--- config.mk ---
export PLATFORM = sky130hd
export DESIGN_NAME = exec_slice_top
export DESIGN_NICKNAME = d
export VERILOG_FILES = /design/src/hdl/rv_serial_pkg.sv /design/src/hdl/rv_csr_pkg.sv /design/src/hdl/alu_ctrl_if.sv /design/src/hdl/bit_counter.sv /design/src/hdl/inst_decode.sv /design/src/hdl/serial_alu.sv /design/src/hdl/exec_slice_top.sv
export SDC_FILE = /design/constraint.sdc
export NUM_CORES = 1
export LEC_CHECK = 0
export BUFFER_PORTS_ARGS = -buffer_cell sky130_fd_sc_hd__buf_2
export CORE_ASPECT_RATIO = 1.2
export CORE_MARGIN = 2
export CORE_UTILIZATION = 50
export DETAILED_ROUTE_END_ITERATION = 10
export PLACE_DENSITY = 0.73
export REMOVE_ABC_BUFFERS = 1
export SETUP_SLACK_MARGIN = 0.5
export SYNTH_ARGS = -nofsm -noshare
export SYNTH_HDL_FRONTEND = slang
export SYNTH_HIERARCHICAL = 1
export SYNTH_SLANG_ARGS = --single-unit
--- constraint.sdc ---
create_clock -name clk -period 6.3 [get_ports clk]
set_input_delay 0.63 -clock clk [delete_from_list [all_inputs] [get_ports clk]]
set_output_delay 0.63 -clock clk [all_outputs]
set_load 0.02 [all_outputs]
--- src/hdl/rv_serial_pkg.sv ---
package rv_serial_pkg;

   // Operand width and bit counter width
   localparam int XLEN  = 32;
   localparam int CNT_W = 5;

   // Major opcode, instruction bits 6:2
   typedef enum logic [4:0] {
      LOAD   = 5'b00000,
      OP_IMM = 5'b00100,
      AUIPC  = 5'b00101,
      STORE  = 5'b01000,
      OP     = 5'b01100,
      LUI    = 5'b01101,
      BRANCH = 5'b11000,
      JALR   = 5'b11001,
      JAL    = 5'b11011,
      SYSTEM = 5'b11100
   } opcode_e;

   // Serial ALU operation
   typedef enum logic [2:0] {
      ADD,
      SUB,
      AND,
      OR,
      XOR,
      CMP
   } alu_op_e;

   // Branch compare, negated by funct3 bit 0
   typedef enum logic [1:0] {
      EQ,
      LT,
      LTU
   } cmp_e;

endpackage

--- src/hdl/rv_csr_pkg.sv ---
package rv_csr_pkg;

   // Short CSR address for the four machine CSRs kept in the core
   typedef enum logic [1:0] {
      MSCRATCH = 2'b00,
      MTVEC    = 2'b01,
      MEPC     = 2'b10,
      MTVAL    = 2'b11
   } csr_addr_e;

   // CSR write source, straight from funct3[1:0]
   typedef enum logic [1:0] {
      CSR = 2'b00,
      EXT = 2'b01,
      SET = 2'b10,
      CLR = 2'b11
   } csr_src_e;

endpackage

--- src/hdl/alu_ctrl_if.sv ---
`timescale 1ns/1ps

interface alu_ctrl_if;

   rv_serial_pkg::alu_op_e alu_op;
   rv_serial_pkg::cmp_e    cmp_sel;
   logic                   cmp_neg;
   // Operand b from the immediate stream instead of rs2
   logic                   op_b_imm;
   logic                   imm_bit;
   // Operand a forced to zero, used by LUI
   logic                   zero_a;
   logic                   is_branch;
   logic                   rd_alu_en;

   modport ctrl (
      output alu_op, cmp_sel, cmp_neg, op_b_imm, imm_bit, zero_a, is_branch, rd_alu_en
   );

   modport alu (
      input alu_op, cmp_sel, cmp_neg, op_b_imm, imm_bit, zero_a, is_branch, rd_alu_en
   );

endinterface

--- src/hdl/bit_counter.sv ---
`timescale 1ns/1ps

module bit_counter (
   input  logic clk,
   input  logic i_rst_n,
   input  logic i_start,
   output logic o_bit_en,
   output logic o_last,
   output logic o_done
);

   logic                             busy;
   logic [rv_serial_pkg::CNT_W-1:0] cnt;

   always_ff @(posedge clk) begin
      if (!i_rst_n) begin
         busy   <= 1'b0;
         cnt    <= '0;
         o_done <= 1'b0;
      end else begin
         o_done <= o_last;
         if (busy) begin
            // Count wraps to zero after the last bit
            cnt <= cnt + 1'b1;
            if (o_last) begin
               busy <= 1'b0;
            end
         end else if (i_start) begin
            // Start pulses while busy are dropped here
            busy <= 1'b1;
            cnt  <= '0;
         end
      end
   end

   assign o_bit_en = busy;
   assign o_last   = busy && (cnt == '1);

endmodule

--- src/hdl/inst_decode.sv ---
`timescale 1ns/1ps

module inst_decode (
   input  logic                            clk,
   input  logic                            i_rst_n,
   input  logic                            i_load,
   input  logic [rv_serial_pkg::XLEN-1:0] i_instr,
   input  logic                            i_bit_en,
   output logic [4:0]                      o_rd_addr,
   output logic [4:0]                      o_rs1_addr,
   output logic [4:0]                      o_rs2_addr,
   output logic                            o_rd_en,
   output logic                            o_ecall,
   output logic                            o_ebreak,
   output logic                            o_mret,
   output logic                            o_csr_en,
   output rv_csr_pkg::csr_addr_e           o_csr_addr,
   output rv_csr_pkg::csr_src_e            o_csr_src,
   alu_ctrl_if.ctrl                        ctrl
);

   rv_serial_pkg::opcode_e opcode;
   rv_serial_pkg::opcode_e in_opcode;
   logic [2:0]             funct3;
   logic                   bit30;
   logic                   op20;
   logic                   op21;
   logic                   op22;
   logic                   op26;

   // Immediate bits 11:0 and 30:12, sign kept apart
   logic                   signbit;
   logic [11:0]            imm_lo;
   logic [18:0]            imm_hi;
   logic [11:0]            in_imm_lo;
   logic [18:0]            in_imm_hi;
   logic                   uses_hi;

   logic                   sys_plain;
   logic                   csr_op;
   logic                   csr_valid;
   logic                   writes_rd;

   assign in_opcode = rv_serial_pkg::opcode_e'(i_instr[6:2]);

   // Control fields, reset to addi x0,x0,0
   always_ff @(posedge clk) begin
      if (!i_rst_n) begin
         opcode     <= rv_serial_pkg::OP_IMM;
         funct3     <= 3'b000;
         bit30      <= 1'b0;
         o_rd_addr  <= 5'd0;
         o_rs1_addr <= 5'd0;
         o_rs2_addr <= 5'd0;
         op20       <= 1'b0;
         op21       <= 1'b0;
         op22       <= 1'b0;
         op26       <= 1'b0;
      end else if (i_load && !i_bit_en) begin
         opcode     <= in_opcode;
         funct3     <= i_instr[14:12];
         bit30      <= i_instr[30];
         o_rd_addr  <= i_instr[11:7];
         o_rs1_addr <= i_instr[19:15];
         o_rs2_addr <= i_instr[24:20];
         op20       <= i_instr[20];
         op21       <= i_instr[21];
         op22       <= i_instr[22];
         op26       <= i_instr[26];
      end
   end

   // Immediate pieces per format, lsb of B and J is always zero
   always_comb begin
      in_imm_hi = i_instr[30:12];
      case (in_opcode)
         rv_serial_pkg::STORE:  in_imm_lo = {i_instr[31:25], i_instr[11:7]};
         rv_serial_pkg::BRANCH: in_imm_lo = {i_instr[7], i_instr[30:25], i_instr[11:8], 1'b0};
         rv_serial_pkg::JAL: begin
            in_imm_lo = {i_instr[20], i_instr[30:21], 1'b0};
            in_imm_hi = {{11{i_instr[31]}}, i_instr[19:12]};
         end
         rv_serial_pkg::LUI,
         rv_serial_pkg::AUIPC:  in_imm_lo = 12'd0;
         default:               in_imm_lo = i_instr[31:20];
      endcase
   end

   // Only J and U formats carry bits above 11 that differ from the sign
   assign uses_hi = (opcode == rv_serial_pkg::JAL) || (opcode == rv_serial_pkg::LUI) ||
                    (opcode == rv_serial_pkg::AUIPC);

   always_ff @(posedge clk) begin
      if (i_bit_en) begin
         imm_lo <= {uses_hi ? imm_hi[0] : signbit, imm_lo[11:1]};
         imm_hi <= {signbit, imm_hi[18:1]};
      end else if (i_load) begin
         signbit <= i_instr[31];
         imm_lo  <= in_imm_lo;
         imm_hi  <= in_imm_hi;
      end
   end

   // After 31 shifts the sign has reached bit 0
   assign ctrl.imm_bit = imm_lo[0];

   always_comb begin
      ctrl.alu_op = rv_serial_pkg::ADD;
      if (opcode == rv_serial_pkg::BRANCH) begin
         ctrl.alu_op = rv_serial_pkg::CMP;
      end else if ((opcode == rv_serial_pkg::OP) || (opcode == rv_serial_pkg::OP_IMM)) begin
         case (funct3)
            3'b000: begin
               if ((opcode == rv_serial_pkg::OP) && bit30) begin
                  ctrl.alu_op = rv_serial_pkg::SUB;
               end
            end
            3'b100:  ctrl.alu_op = rv_serial_pkg::XOR;
            3'b110:  ctrl.alu_op = rv_serial_pkg::OR;
            3'b111:  ctrl.alu_op = rv_serial_pkg::AND;
            default: ctrl.alu_op = rv_serial_pkg::ADD;
         endcase
      end
   end

   // beq/bne, blt/bge, bltu/bgeu
   always_comb begin
      case (funct3[2:1])
         2'b10:   ctrl.cmp_sel = rv_serial_pkg::LT;
         2'b11:   ctrl.cmp_sel = rv_serial_pkg::LTU;
         default: ctrl.cmp_sel = rv_serial_pkg::EQ;
      endcase
   end

   assign ctrl.cmp_neg   = funct3[0];
   assign ctrl.is_branch = (opcode == rv_serial_pkg::BRANCH);
   assign ctrl.op_b_imm  = !((opcode == rv_serial_pkg::OP) || (opcode == rv_serial_pkg::BRANCH));
   assign ctrl.zero_a    = (opcode == rv_serial_pkg::LUI);
   assign ctrl.rd_alu_en = !((opcode == rv_serial_pkg::BRANCH) ||
                             (opcode == rv_serial_pkg::SYSTEM));

   // System decode
   assign sys_plain = (opcode == rv_serial_pkg::SYSTEM) && (funct3 == 3'b000);
   assign csr_op    = (opcode == rv_serial_pkg::SYSTEM) && (funct3 != 3'b000);
   assign o_ecall   = sys_plain && !op20 && !op21;
   assign o_ebreak  = sys_plain && op20;
   assign o_mret    = sys_plain && op21;

   // mtvec, mscratch, mepc and mtval are the only CSRs held
   assign csr_valid = op20 || (op26 && !op22 && !op21);
   assign o_csr_en  = csr_op && csr_valid;
   assign o_csr_src = rv_csr_pkg::csr_src_e'(funct3[1:0]);

   always_comb begin
      if (op26 && !op20) begin
         o_csr_addr = rv_csr_pkg::MSCRATCH;
      end else if (op26 && !op21) begin
         o_csr_addr = rv_csr_pkg::MEPC;
      end else if (op26) begin
         o_csr_addr = rv_csr_pkg::MTVAL;
      end else begin
         o_csr_addr = rv_csr_pkg::MTVEC;
      end
   end

   // x0 is never written
   assign writes_rd = !((opcode == rv_serial_pkg::STORE) || (opcode == rv_serial_pkg::BRANCH) ||
                        sys_plain);
   assign o_rd_en   = writes_rd && (o_rd_addr != 5'd0);

endmodule

--- src/hdl/serial_alu.sv ---
`timescale 1ns/1ps

module serial_alu (
   input  logic    clk,
   input  logic    i_rst_n,
   input  logic    i_load,
   input  logic    i_bit_en,
   input  logic    i_last,
   input  logic    i_rs1_bit,
   input  logic    i_rs2_bit,
   alu_ctrl_if.alu ctrl,
   output logic    o_rd_bit,
   output logic    o_take_branch
);

   logic op_a;
   logic op_b_raw;
   logic b_inv;
   logic op_b;
   logic carry_st;
   logic carry_in;
   logic sum;
   logic cout;
   logic eq_acc;
   logic eq_bit;
   logic eq_now;
   logic lt_s;
   logic lt_u;
   logic cmp_res;
   logic res_bit;

   assign op_a     = ctrl.zero_a ? 1'b0 : i_rs1_bit;
   assign op_b_raw = ctrl.op_b_imm ? ctrl.imm_bit : i_rs2_bit;
   assign b_inv    = (ctrl.alu_op == rv_serial_pkg::SUB) || (ctrl.alu_op == rv_serial_pkg::CMP);
   assign op_b     = op_b_raw ^ b_inv;

   // Stored carry is relative to b_inv, so clearing it presets a one for sub
   assign carry_in = carry_st ^ b_inv;
   assign sum      = op_a ^ op_b ^ carry_in;
   assign cout     = (op_a & op_b) | (carry_in & (op_a ^ op_b));

   assign eq_bit = (op_a == op_b_raw);
   assign eq_now = eq_acc && eq_bit;

   // Valid in the last bit, op_a and op_b_raw are the sign bits there
   assign lt_u = !cout;
   assign lt_s = (op_a != op_b_raw) ? op_a : !cout;

   always_comb begin
      case (ctrl.cmp_sel)
         rv_serial_pkg::LT:  cmp_res = lt_s;
         rv_serial_pkg::LTU: cmp_res = lt_u;
         default:            cmp_res = eq_now;
      endcase
   end

   always_ff @(posedge clk) begin
      if (!i_rst_n) begin
         carry_st      <= 1'b0;
         eq_acc        <= 1'b1;
         o_take_branch <= 1'b0;
      end else if (i_bit_en) begin
         carry_st <= cout ^ b_inv;
         eq_acc   <= eq_now;
         if (i_last) begin
            o_take_branch <= ctrl.is_branch && (cmp_res ^ ctrl.cmp_neg);
         end
      end else if (i_load) begin
         carry_st      <= 1'b0;
         eq_acc        <= 1'b1;
         o_take_branch <= 1'b0;
      end
   end

   always_comb begin
      case (ctrl.alu_op)
         rv_serial_pkg::ADD,
         rv_serial_pkg::SUB: res_bit = sum;
         rv_serial_pkg::AND: res_bit = op_a & op_b_raw;
         rv_serial_pkg::OR:  res_bit = op_a | op_b_raw;
         rv_serial_pkg::XOR: res_bit = op_a ^ op_b_raw;
         default:            res_bit = 1'b0;
      endcase
   end

   assign o_rd_bit = ctrl.rd_alu_en && res_bit;

endmodule

--- src/hdl/exec_slice_top.sv ---
`timescale 1ns/1ps

module exec_slice_top (
   input  logic        clk,
   input  logic        i_rst_n,
   input  logic        i_instr_load,
   input  logic [31:0] i_instr,
   input  logic        i_rs1_bit,
   input  logic        i_rs2_bit,
   output logic        o_bit_en,
   output logic        o_rd_bit,
   output logic        o_done,
   output logic        o_take_branch,
   output logic        o_rd_en,
   output logic [4:0]  o_rd_addr,
   output logic [4:0]  o_rs1_addr,
   output logic [4:0]  o_rs2_addr,
   output logic        o_csr_en,
   output logic [1:0]  o_csr_addr,
   output logic [1:0]  o_csr_src,
   output logic        o_ecall,
   output logic        o_ebreak,
   output logic        o_mret
);

   logic                  last;
   rv_csr_pkg::csr_addr_e csr_addr;
   rv_csr_pkg::csr_src_e  csr_src;

   alu_ctrl_if i_alu_ctrl ();

   bit_counter i_bit_counter (
      .clk      (clk),
      .i_rst_n  (i_rst_n),
      .i_start  (i_instr_load),
      .o_bit_en (o_bit_en),
      .o_last   (last),
      .o_done   (o_done)
   );

   inst_decode i_inst_decode (
      .clk        (clk),
      .i_rst_n    (i_rst_n),
      .i_load     (i_instr_load),
      .i_instr    (i_instr),
      .i_bit_en   (o_bit_en),
      .o_rd_addr  (o_rd_addr),
      .o_rs1_addr (o_rs1_addr),
      .o_rs2_addr (o_rs2_addr),
      .o_rd_en    (o_rd_en),
      .o_ecall    (o_ecall),
      .o_ebreak   (o_ebreak),
      .o_mret     (o_mret),
      .o_csr_en   (o_csr_en),
      .o_csr_addr (csr_addr),
      .o_csr_src  (csr_src),
      .ctrl       (i_alu_ctrl.ctrl)
   );

   serial_alu i_serial_alu (
      .clk           (clk),
      .i_rst_n       (i_rst_n),
      .i_load        (i_instr_load),
      .i_bit_en      (o_bit_en),
      .i_last        (last),
      .i_rs1_bit     (i_rs1_bit),
      .i_rs2_bit     (i_rs2_bit),
      .ctrl          (i_alu_ctrl.alu),
      .o_rd_bit      (o_rd_bit),
      .o_take_branch (o_take_branch)
   );

   // Plain vectors at the top ports
   assign o_csr_addr = 2'(csr_addr);
   assign o_csr_src  = 2'(csr_src);

endmodule

; ---- Yosys cells after proc, flatten, opt, wreduce, memory -nomap -nowiden
; Cells that the tools add are included.
; W data, S select, Z words.
[op_classes]
n_eq_ne = 29
addsub = 1
n_reduce_logical = 43
n_mux = 31
n_bitwise = 13
[ops]
columns = operator, count
row1 = $mux W19, 3
row2 = $pmux W12 S4, 1
row3 = $eq A5 B5 Y1 const B, 6
row4 = $eq A5 B4 Y1 const B, 5
row5 = $mux W12, 2
row6 = $logic_and A1 B1 Y1, 18
row7 = $eq A3 B3 Y1 const B, 5
row8 = $eq A5 B3 Y1 const B, 3
row9 = $mux W1, 14
row10 = $pmux W3 S4, 1
row11 = $mux W5, 2
row12 = $logic_or A1 B1 Y1, 9
row13 = $logic_not A1 Y1, 7
row14 = $xor A1 B1 Y1, 7
row15 = $eq A2 B2 Y1 const B, 3
row16 = $eq A3 B2 Y1 const B, 2
row17 = $logic_not A3 Y1, 2
row18 = $mux W2, 3
row19 = $mux W3, 2
row20 = $add A5 B1 Y5 const B, 1
row21 = $reduce_bool A5 Y1, 1
row22 = $pmux W1 S4, 1
row23 = $pmux W2 S2, 1
row24 = $reduce_and A2 Y1, 2
row25 = other kinds (12), 16
[totals]
inputBits = 37
ff_bits = 70

; ---- Longest topological paths before layout
; Gate-level depths: netlist of run 1.
[logic_depth]
depth_word = 19
depth_mapped = 11
depth_no_buf = 10

; ---- Hierarchy
; The synthesis of run 1 kept the hierarchy.
[by_module_without_submodules]
columns = module, n_inst, cells_each, area_each_um2, seq_area_each_um2
row1 = inst_decode, 1, 279, 2722.6, 1461.4
row2 = serial_alu, 1, 43, 356.6, 60.1
row3 = bit_counter, 1, 35, 334.1, 140.1

; ---- Worst setup path after synthesis of run 1
; Ideal clock, no wire load.
[synth_path]
path_type = reg2out
from = register i_inst_decode.opcode[4]
to = output port o_rd_bit
path_stages_with_launch = 11
arrival_time_ns = 2.738
required_ns = 5.670
n_path_buf = 1
setup_slack_ns = 2.932
path_cell_list = dfxtp_1 -> buf_6 -> or3b_1 -> or3_1 -> o22ai_1 -> nor2b_2 -> xor2_1 -> fa_1 -> o22a_1 -> o22ai_1 -> and2_1
[synth_via]
elab_chain_cells = 13
word_cells_on_any_way = 33
[synth_rtl]
columns = element, line
row1 = start: declaration, inst_decode.sv:22  ; rv_serial_pkg::opcode_e opcode;
row2 = start signal: assignment, inst_decode.sv:49  ; opcode <= rv_serial_pkg::OP_IMM;
row3 = start signal: assignment, inst_decode.sv:60  ; opcode <= in_opcode;
row4 = $eq A5 B4 Y1, "inst_decode.sv:111, inst_decode.sv:114"
row5 = $logic_and A1 B1 Y1, inst_decode.sv:114  ; if ((opcode == rv_serial_pkg::OP) && bit30) begin
row6 = $mux W1, inst_decode.sv:114
row7 = $pmux W3 S4, inst_decode.sv:112  ; case (funct3)
row8 = $mux W3, inst_decode.sv:111  ; end else if ((opcode == rv_serial_pkg::OP) || (opcode == rv_serial_pkg::OP_IMM)) begin
row9 = $mux W3 (*), inst_decode.sv:109  ; if (opcode == rv_serial_pkg::BRANCH) begin
row10 = via i_alu_ctrl.alu_op[0], alu_ctrl_if.sv:5  ; rv_serial_pkg::alu_op_e alu_op;
row11 = $eq A3 B1 Y1 / $eq A3 B3 Y1 (equally long branches), "serial_alu.sv:34, serial_alu.sv:76"
row12 = $logic_or A1 B1 Y1, serial_alu.sv:34  ; assign b_inv = (ctrl.alu_op == rv_serial_pkg::SUB) || (ctrl.alu_op == rv_serial_pkg::CMP);
row13 = $xor A1 B1 Y1, serial_alu.sv:35  ; assign op_b = op_b_raw ^ b_inv;
row14 = $xor A1 B1 Y1 (2 in a row), serial_alu.sv:39  ; assign sum = op_a ^ op_b ^ carry_in;
row15 = $pmux W1 S4 (*), serial_alu.sv:76  ; case (ctrl.alu_op)
row16 = $logic_and A1 B1 Y1 (*), serial_alu.sv:86  ; assign o_rd_bit = ctrl.rd_alu_en && res_bit;
row17 = end: declaration, exec_slice_top.sv:11  ; output logic o_rd_bit,
; Mark *: on every way through the listed nets, which the timed path passes. The rest lies on a longest branch.

; ---- Final worst setup path of run 1
[layout_path]
from = register i_inst_decode.opcode[2]
to = output port o_rd_bit
; Same word-level chain as after synthesis.

==> results of run 1 <==
-- Yosys cell counts (2+ instances only) --
cell / number
a221oi_1: 4
nor2_1: 12
dfxtp_1: 35
or3b_1: 2
nor2b_1: 5
inv_1: 16
a31oi_1: 4
buf_4: 5
nand3_1: 5
or2_2: 2
nor3b_1: 7
o21ai_0: 15
buf_6: 3
a21boi_0: 21
nand3b_1: 3
and2_1: 6
nand4b_1: 2
clkbuf_1: 8
ha_1: 6
a21boi_1: 3
a21oi_1: 25
nand2b_1: 2
nor3_1: 4
buf_2: 9
edfxtp_1: 32
mux2i_1: 4
o22ai_1: 2
xor2_1: 2
xnor2_1: 3
nand2_1: 73
mux2_2: 8
a22o_1: 6
and3_1: 3
-- cell type report --
class	count	area [um2]
fill	605	2873
sequential	67	1663
multi-input combinational	248	1541
timing repair buffer	64	325.3
clock buffer	14	142.6
tap	87	108.9
inverter	17	63.81
clock inverter	2	12.51
-- worst paths after layout --
| path | endpoint | depth (start not counted) |
|---|---|---|
| max | o_rd_bit | 10 |
| min | i_inst_decode/o_rs1_addr[3] | 2 |
| max reg2reg | i_serial_alu/o_take_branch | 10 |
| min reg2reg | i_inst_decode/o_rs1_addr[3] | 2 |
-- registers in the layout (all words and copies together), names as in the netlist --
| register | count |
|---|---|
| i_inst_decode/o_rs2_addr | 5 |
| i_bit_counter/cnt | 5 |
| i_serial_alu/o_take_branch | 1 |
| i_inst_decode/o_rd_addr | 5 |
| i_inst_decode/imm_hi | 19 |
| i_inst_decode/signbit | 1 |
| i_inst_decode/bit30 | 1 |
| i_serial_alu/eq_acc | 1 |
| i_serial_alu/carry_st | 1 |
| i_bit_counter/o_done | 1 |
| i_inst_decode/op26 | 1 |
| i_inst_decode/imm_lo | 12 |
| i_inst_decode/funct3 | 3 |
| i_bit_counter/o_bit_en | 1 |
| i_inst_decode/opcode | 5 |
| i_inst_decode/o_rs1_addr | 5 |
-- through the flow --
stage,hold slack [ns],std cells,util
2_1_floorplan,0.4442,332,-
3_3_place_gp,0.4384,483,0.5501
3_5_place_dp,0.4514,483,0.5501
4_1_cts,0.4614,499,0.5732
5_1_grt,0.4829,499,0.5732
6_report,0.4604,499,0.5732
-- cell families after synthesis --
| kind of cell | count (synthesis) | synth area share |
|---|---|---|
| AOI/OAI and AO/OA | 90 | 0.1785 |
| DFF | 67 | 0.4868 |
| xor gates and xnor gates | 5 | 0.01283 |
| buffers and inverters | 42 | 0.06158 |
| and+or+nand+nor | 134 | 0.1943 |
| adders and majority gates | 7 | 0.02786 |
| muxes | 12 | 0.03812 |
-- metal layers --
| metal | vias to the layer above | wire (um) | global-route usage |
|---|---|---|---|
| met5 | - | 0 | 0 |
| met1 | 1246 | 3335 | 0.2581 |
| met4 | 0 | 153 | 0.07902 |
| li1 | 1351 | - | - |
| met3 | 16 | 316 | 0.06119 |
| met2 | 60 | 3412 | 0.3305 |
-- report_power, final --
| part | switching, W | internal, W | leakage, nW |
|---|---|---|---|
| Clock | 0.000155 | 0.000143 | 0.0747 |
| Combinational | 0.0000878 | 0.0000605 | 0.889 |
| Sequential | 0.0000176 | 0.000497 | 0.611 |
-- critical path, delay by kind of cell, from the launching register on --
kind            cells  cell delay, ns
compound gates      3            0.64
xor+xnor            1            0.24
fa+ha+maj           1            0.45
buf+inv             1            0.16
flops               1            0.54
simple gates        4            1.23
==> results.rst, run 1 <==
.. list-table::
   :header-rows: 1

   * - Metric
     - Value
   * - Status
     - finished, final reports clean
   * - CP arrival
     - 3.59 ns
   * - H-tree depth
     - 3
   * - Sum Neg Setup Slack
     - 0 ns
   * - Routed Antenna Nets
     - 0
   * - Final critical-path required period
     - between 4 and 5 ns
   * - Slew margin rel.
     - 0.3228
   * - Number of antenna violations at the first check in global routing
     - 0
   * - Most frequent cell on the critical path
     - o22ai_1
   * - Final Cell Area
     - 3857 um2
   * - TritonCTS clock tree
     - built
   * - Total number of nets in the final design
     - 451
   * - Maximum number of pins on one net before global-route repair
     - 71
   * - Cell leakage power
     - about 1.6 nW
   * - Register clock-pin slew on the reported worst setup and hold paths
     - 0.07 ns
   * - Layout cell share with drive strength beyond 1
     - 0.2330
   * - Post-CTS Resized
     - 0
   * - Synthesized area divided by synthesized cell count
     - ~9.6 um2
   * - Total number of vias
     - 2673
   * - Root Driver
     - clkbuf_8
   * - Drt initial violations
     - 99
   * - Die Wd
     - 79.43 um
   * - Half-perimeter wire length of the detailed placement result
     - 4933 um
   * - Starting Density
     - 0.5072
   * - DIE HEIGHT
     - 94.51 um
   * - Average wire per standard cell
     - between 10 and 15 um
   * - # Max-Cap Violations
     - 0
   * - Transition time at the pin with the least slew margin
     - 1.016 ns
   * - Kind of path behind the tightest hold check
     - reg -> reg
   * - Final setup slack of the worst path
     - 2.078 ns
   * - Worst path slowest cell
     - dfxtp_1
   * - Number of enable-type register cells in the synthesized netlist
     - 32
   * - Most frequent cells in the layout
     - nand2_1 (73), buf_2 (62), dfxtp_1 (34)
   * - Async set or reset register ratio after synthesis
     - 0
   * - Number of warning messages in the yosys log
     - 6
   * - Most common cell after layout, fill and taps aside
     - nand2_1
   * - Gr ovfl total
     - 0
   * - Number of vias per cell after detailed routing
     - 5.357
   * - Post-synthesis sequential area ratio
     - 0.4868
   * - Flop-to-flop setup slack
     - 3.21 ns
   * - Crit Reg-Reg Startpoint
     - i_inst_decode/opcode[2]
   * - Std cell rows
     - 33
   * - FMAX
     - 236.8 MHz
   * - Top cells by area, synth
     - edfxtp_1 (28%), dfxtp_1 (21%), nand2_1 (8.0%)
   * - Clock skew
     - ~0.0075 ns
   * - Area inside the core boundary
     - 6730 um2
   * - Worst setup SP type
     - flip-flop
   * - Global-route wire length before repair
     - 11960 um
   * - Aggregate routed wire length
     - between 7000 and 8000 um
   * - Count of buffers from port buffering
     - slightly above 60
   * - Cell Chain, Critical Path
     - or3b_1, or3_1, o22ai_1, nor2b_2, xor2_1, fa_1, o22a_1, o22ai_1, and2_1, buf_2
   * - Cells after synthesis
     - approximately 360
   * - Synth-to-layout area growth
     - 13.01%
   * - Flip-flop and latch count after synthesis
     - 67
   * - Number of hold buffers added after cts
     - 0
   * - Number of buffers between clock root and the deepest sink
     - 2
   * - Number of sinks on the clock net
     - 67
   * - Cell area after synthesis
     - ~3400 um2
   * - Peak supply drop
     - 131.9 uV
   * - Setup WS pre-CTS
     - 2.451 ns
   * - Yosys top cell by area
     - edfxtp_1
   * - Leading register cell type out of synthesis
     - dfxtp_1
   * - Distinct cell type count after synthesis
     - between 50 and 60
   * - RePlAce Congestion
     - 0.7992
   * - Worst setup startpoint
     - i_inst_decode/opcode[2]
   * - Worst setup EP type
     - primary output
   * - Count of final max-slew check failures
     - 0
   * - Die area
     - 7506 um2
   * - RSZ-0062 raised after global routing
     - no
   * - Count of endpoints failing hold in the final timing report
     - 0
   * - Clock buffer count from CTS
     - 9
   * - Number of failing setup endpoints in the final timing report
     - 0
   * - Maximum fanout encountered on the critical timing path
     - 11
   * - Vias in the first global route
     - ~2500
   * - Proportion of netlist area held by the largest area contributor
     - 0.2815
   * - Post-detailed-route DRC marker count
     - 0
   * - Boundary pin count
     - 65
   * - Required arrival time at the worst endpoint
     - around 5.7 ns
   * - Cell area reported after detailed placement
     - 3702 um2
   * - Latest clock arrival within the worst-skew pair
     - 0.34 ns
   * - Number of buffers added for setup after CTS
     - 0
   * - Min-Delay Startpoint
     - i_inst_decode/o_rs1_addr[3]
   * - Total global-route track usage
     - 0.2048
   * - Inserted Diodes
     - 0
   * - Final Total Pwr
     - 0.0009612 W
   * - PwrDens
     - 249.2 nW/um2
   * - Max stage delay on crit path
     - 0.54 ns
   * - Share of the cycle needed by the critical path after routing
     - 0.6702
   * - Worst setup path class
     - reg -> out
   * - DR pass1 iterations
     - 4
Power figures use the tool's default switching activity.
==> inputs of run 2 (changes only) <==
==> constraint.sdc (replaced) <==
create_clock -name clk -period 4.1 [get_ports clk]
set_input_delay 0.41 -clock clk [delete_from_list [all_inputs] [get_ports clk]]
set_output_delay 0.41 -clock clk [all_outputs]
set_load 0.02 [all_outputs]
==> run 2 against run 1 <==
Compared with the run above: hold slack worse by 0.16 ns; sequential power up 54%; combinational power grew 61%; register-to-register slack lost 1.8 ns; non-clock buffer count increased by 7; first-iteration DRC count is 13% lower; die area unchanged; final area is 4.1% higher; routed wire length is 1.3% higher; via count rose by 1.3%; final cell count grew 1.4%; count of clock-buffer cells in the layout increased by 1.
==> results.rst, run 2 (synthesized netlist as in run 1, its figures left out) <==
.. list-table::
   :header-rows: 1

   * - Metric
     - Value
   * - Status
     - finished, final reports clean
   * - Combinational power share
     - 0.149 (-0.005)
   * - Number of buffers between clock root and the deepest sink
     - 2 (unchanged)
   * - Required arrival time at the worst endpoint
     - 3.69 ns (-1.98 ns)
   * - Total number of vias
     - 2709 (+1.3%)
   * - Relative contribution of sequential cells to total power
     - 0.495 (-0.040)
   * - Latest clock arrival within the worst-skew pair
     - 0.33 ns (about the same)
   * - Slew margin rel.
     - 0.5056 (+0.1828)
   * - Die area
     - 7506 um2 (unchanged)
   * - Root Driver
     - clkbuf_8
   * - Hold Worst Slack
     - 0.2989 ns (-0.1616 ns)
   * - Vias in the first global route
     - 2490 (-1.6%)
   * - DIE HEIGHT
     - 94.51 um (unchanged)
   * - Number of failing setup endpoints in the final timing report
     - 0 (unchanged)
   * - Part of the power in the clock network
     - 0.356 (+0.045)
   * - Gr ovfl total
     - 0 (unchanged)
   * - Sum Neg Setup Slack
     - 0 ns (unchanged)
   * - Area inside the core boundary
     - 6730 um2 (unchanged)
   * - Maximum number of pins on one net before global-route repair
     - 56 (-21%)
   * - Final Cell Area
     - 4015 um2 (+4.1%)
   * - Largest Register
     - i_inst_decode/imm_hi
   * - Worst setup EP type
     - primary output
   * - Most frequent cells in the layout
     - nand2_1 (73), buf_2 (61), edfxtp_1 (32)
   * - Flip-flop count of the largest register after layout
     - 19 (unchanged)
   * - Count of endpoints failing hold in the final timing report
     - 0 (unchanged)
   * - Cell leakage power
     - 1.645 nW (+4.5%)
   * - Layout cell share with drive strength beyond 1
     - 0.2697 (+0.03668)
   * - Synth-to-layout area growth
     - 17.63%
   * - Drt initial violations
     - 86 (-13%)
   * - Largest registers
     - i_inst_decode/imm_hi x19, i_inst_decode/imm_lo x12
   * - Std cell rows
     - 33 (unchanged)
   * - Kind of path behind the tightest hold check
     - in -> reg
   * - Count of buffers from port buffering
     - 62 (unchanged)
   * - Number of sinks on the clock net
     - 67 (unchanged)
   * - H-tree depth
     - 3 (unchanged)
   * - TritonCTS clock tree
     - built
   * - Crit Reg-Reg Startpoint
     - i_inst_decode/opcode[2]
   * - Total number of nets in the final design
     - 458 (+1.6%)
   * - Post-detailed-route DRC marker count
     - 0 (unchanged)
   * - Most common cell after layout, fill and taps aside
     - nand2_1
   * - Net Switching
     - 0.0004003 W (+54%)
   * - Total global-route track usage
     - 0.2056 (+0.0007793)
   * - Transition time at the pin with the least slew margin
     - 0.7416 ns (-0.2742 ns)
   * - Starting Density
     - 0.5072 (unchanged)
   * - Number of vias per cell after detailed routing
     - 5.354 (about the same)
   * - Worst setup startpoint
     - i_inst_decode/opcode[2]
   * - Aggregate routed wire length
     - 7310 um (+1.3%)
   * - Peak supply drop
     - 242.7 uV (+84%)
   * - Post-layout util
     - 0.5966 (+0.02342)
   * - Register clock-pin slew on the reported worst setup and hold paths
     - 0.06 ns (about the same)
   * - Min-Delay Startpoint
     - i_instr[31]
   * - Count of final max-slew check failures
     - 0 (unchanged)
   * - Average wire per standard cell
     - 14.45 um (-0.11%)
   * - Final Total Pwr
     - 0.001602 W (+67%)
   * - Final critical-path required period
     - 3.444 ns
   * - Routed Antenna Nets
     - 0 (unchanged)
   * - PwrDens
     - 399.1 nW/um2 (+60%)
   * - Global-route wire length before repair
     - 11870 um (-0.80%)
   * - Clock buffer count from CTS
     - 9 (unchanged)
   * - Share of the cycle needed by the critical path after routing
     - 0.8400
   * - RSZ-0062 raised after global routing
     - no
   * - Number of antenna violations at the first check in global routing
     - 0 (unchanged)
   * - Die Wd
     - 79.43 um (unchanged)
   * - Filler cells
     - 597 (-1.3%)
   * - Clock skew
     - 0.008071 ns (+0.0005634 ns)
   * - RePlAce Congestion
     - 0.8354 (+4.5%)
   * - Boundary pin count
     - 65 (unchanged)
   * - Number of hold buffers added after cts
     - 0 (unchanged)
   * - FMAX
     - 290.3 MHz
   * - DR pass1 iterations
     - 7 (+3)
   * - Proportion of total power due to net switching
     - 0.2498 (-0.02150)
   * - Maximum fanout encountered on the critical timing path
     - 8 (-3)
   * - Inserted Diodes
     - 0 (unchanged)
   * - Cell area reported after detailed placement
     - 3710 um2 (+0.20%)
   * - CP arrival
     - 3.03 ns (-0.56 ns)
   * - Worst setup path class
     - reg -> out
   * - Internal power consumption
     - 0.001202 W (+72%)
   * - Half-perimeter wire length of the detailed placement result
     - 4954 um (+0.42%)
   * - Worst setup SP type
     - flip-flop
   * - # Max-Cap Violations
     - 0 (unchanged)
-- run 2: cell count changes in the layout (fill, tap and decap cells not counted), moves of 2 or more --
cell | previous run | this run
buf_4 | 2 | 10
dfxtp_1 | 34 | 31
dfxtp_2 | 1 | 3
nor3b_1 | 7 | 5
nor3b_2 | 0 | 2
-- run 2: path summary, 6_finish.rpt --
| check | slack (ns) | endpoint | cells past startpoint |
|---|---|---|---|
| setup / recovery | 0.66 | o_rd_bit | 10 |
| hold / removal | 0.30 | i_inst_decode/signbit | 1 |
| setup reg to reg | 1.42 | i_serial_alu/o_take_branch | 10 |
| hold reg to reg | 0.46 | i_inst_decode/o_rs1_addr[3] | 2 |
-- run 2: repair_timing --
action,in CTS,in global routing
pin swaps,0,2
setup endpoints to repair,1,1
buffers inserted,1,5
cloned,0,0
gates resized for setup,6,7
-- run 2: metrics by stage --
stage                     setup WS [ns]  instances
after CTS                        0.5168        501
after global placement           0.7094        484
after floorplan                  0.8748        332
final                            0.6558        506
after detailed placement         0.5945        484
after global routing             0.5115        506
-- run 2: power groups by stage --
stage / combinational (W) / clock (W) / sequential [W]
final: 0.000239 / 0.000570 / 0.000793
after global routing: 0.000265 / 0.000612 / 0.000799
after CTS: 0.000230 / 0.000583 / 0.000793
after detailed placement: 0.000226 / 0 / 0.000807
after global placement: 0.000221 / 0 / 0.000805
after floorplan: 0.000131 / 0 / 0.000818
-- run 2: cell type report --
class / instances / area, um2 / area share
inverter: 17 / 63.81 / 0.01589
clock inverter: 1 / 30.03 / 0.007479
multi-input combinational: 248 / 1585 / 0.3948
sequential: 67 / 1669 / 0.4157
tap: 87 / 108.9 / 0.02711
clock buffer: 15 / 177.7 / 0.04425
timing repair buffer: 71 / 380.4 / 0.09473
-- run 2: per-layer routing --
metal	up-vias	track usage	share of wire	wire length, um
met5	-	0	0	0
met4	0	0.06466	0.0078	57
met3	5	0.05163	0.044	324
met2	50	0.3515	0.51	3706
met1	1294	0.2546	0.44	3222
li1	1360	-	-	-
-- run 2: worst max-delay path: stages (launching register included) --
cell and delay [ns]:
dfxtp_4 0.38, or3b_4 0.39, or3_4 0.36, o22ai_4 0.13, nor2b_4 0.23, xor2_2 0.17
fa_1 0.43, o22a_1 0.22, o22ai_1 0.13, and2_1 0.14, buf_4 0.13
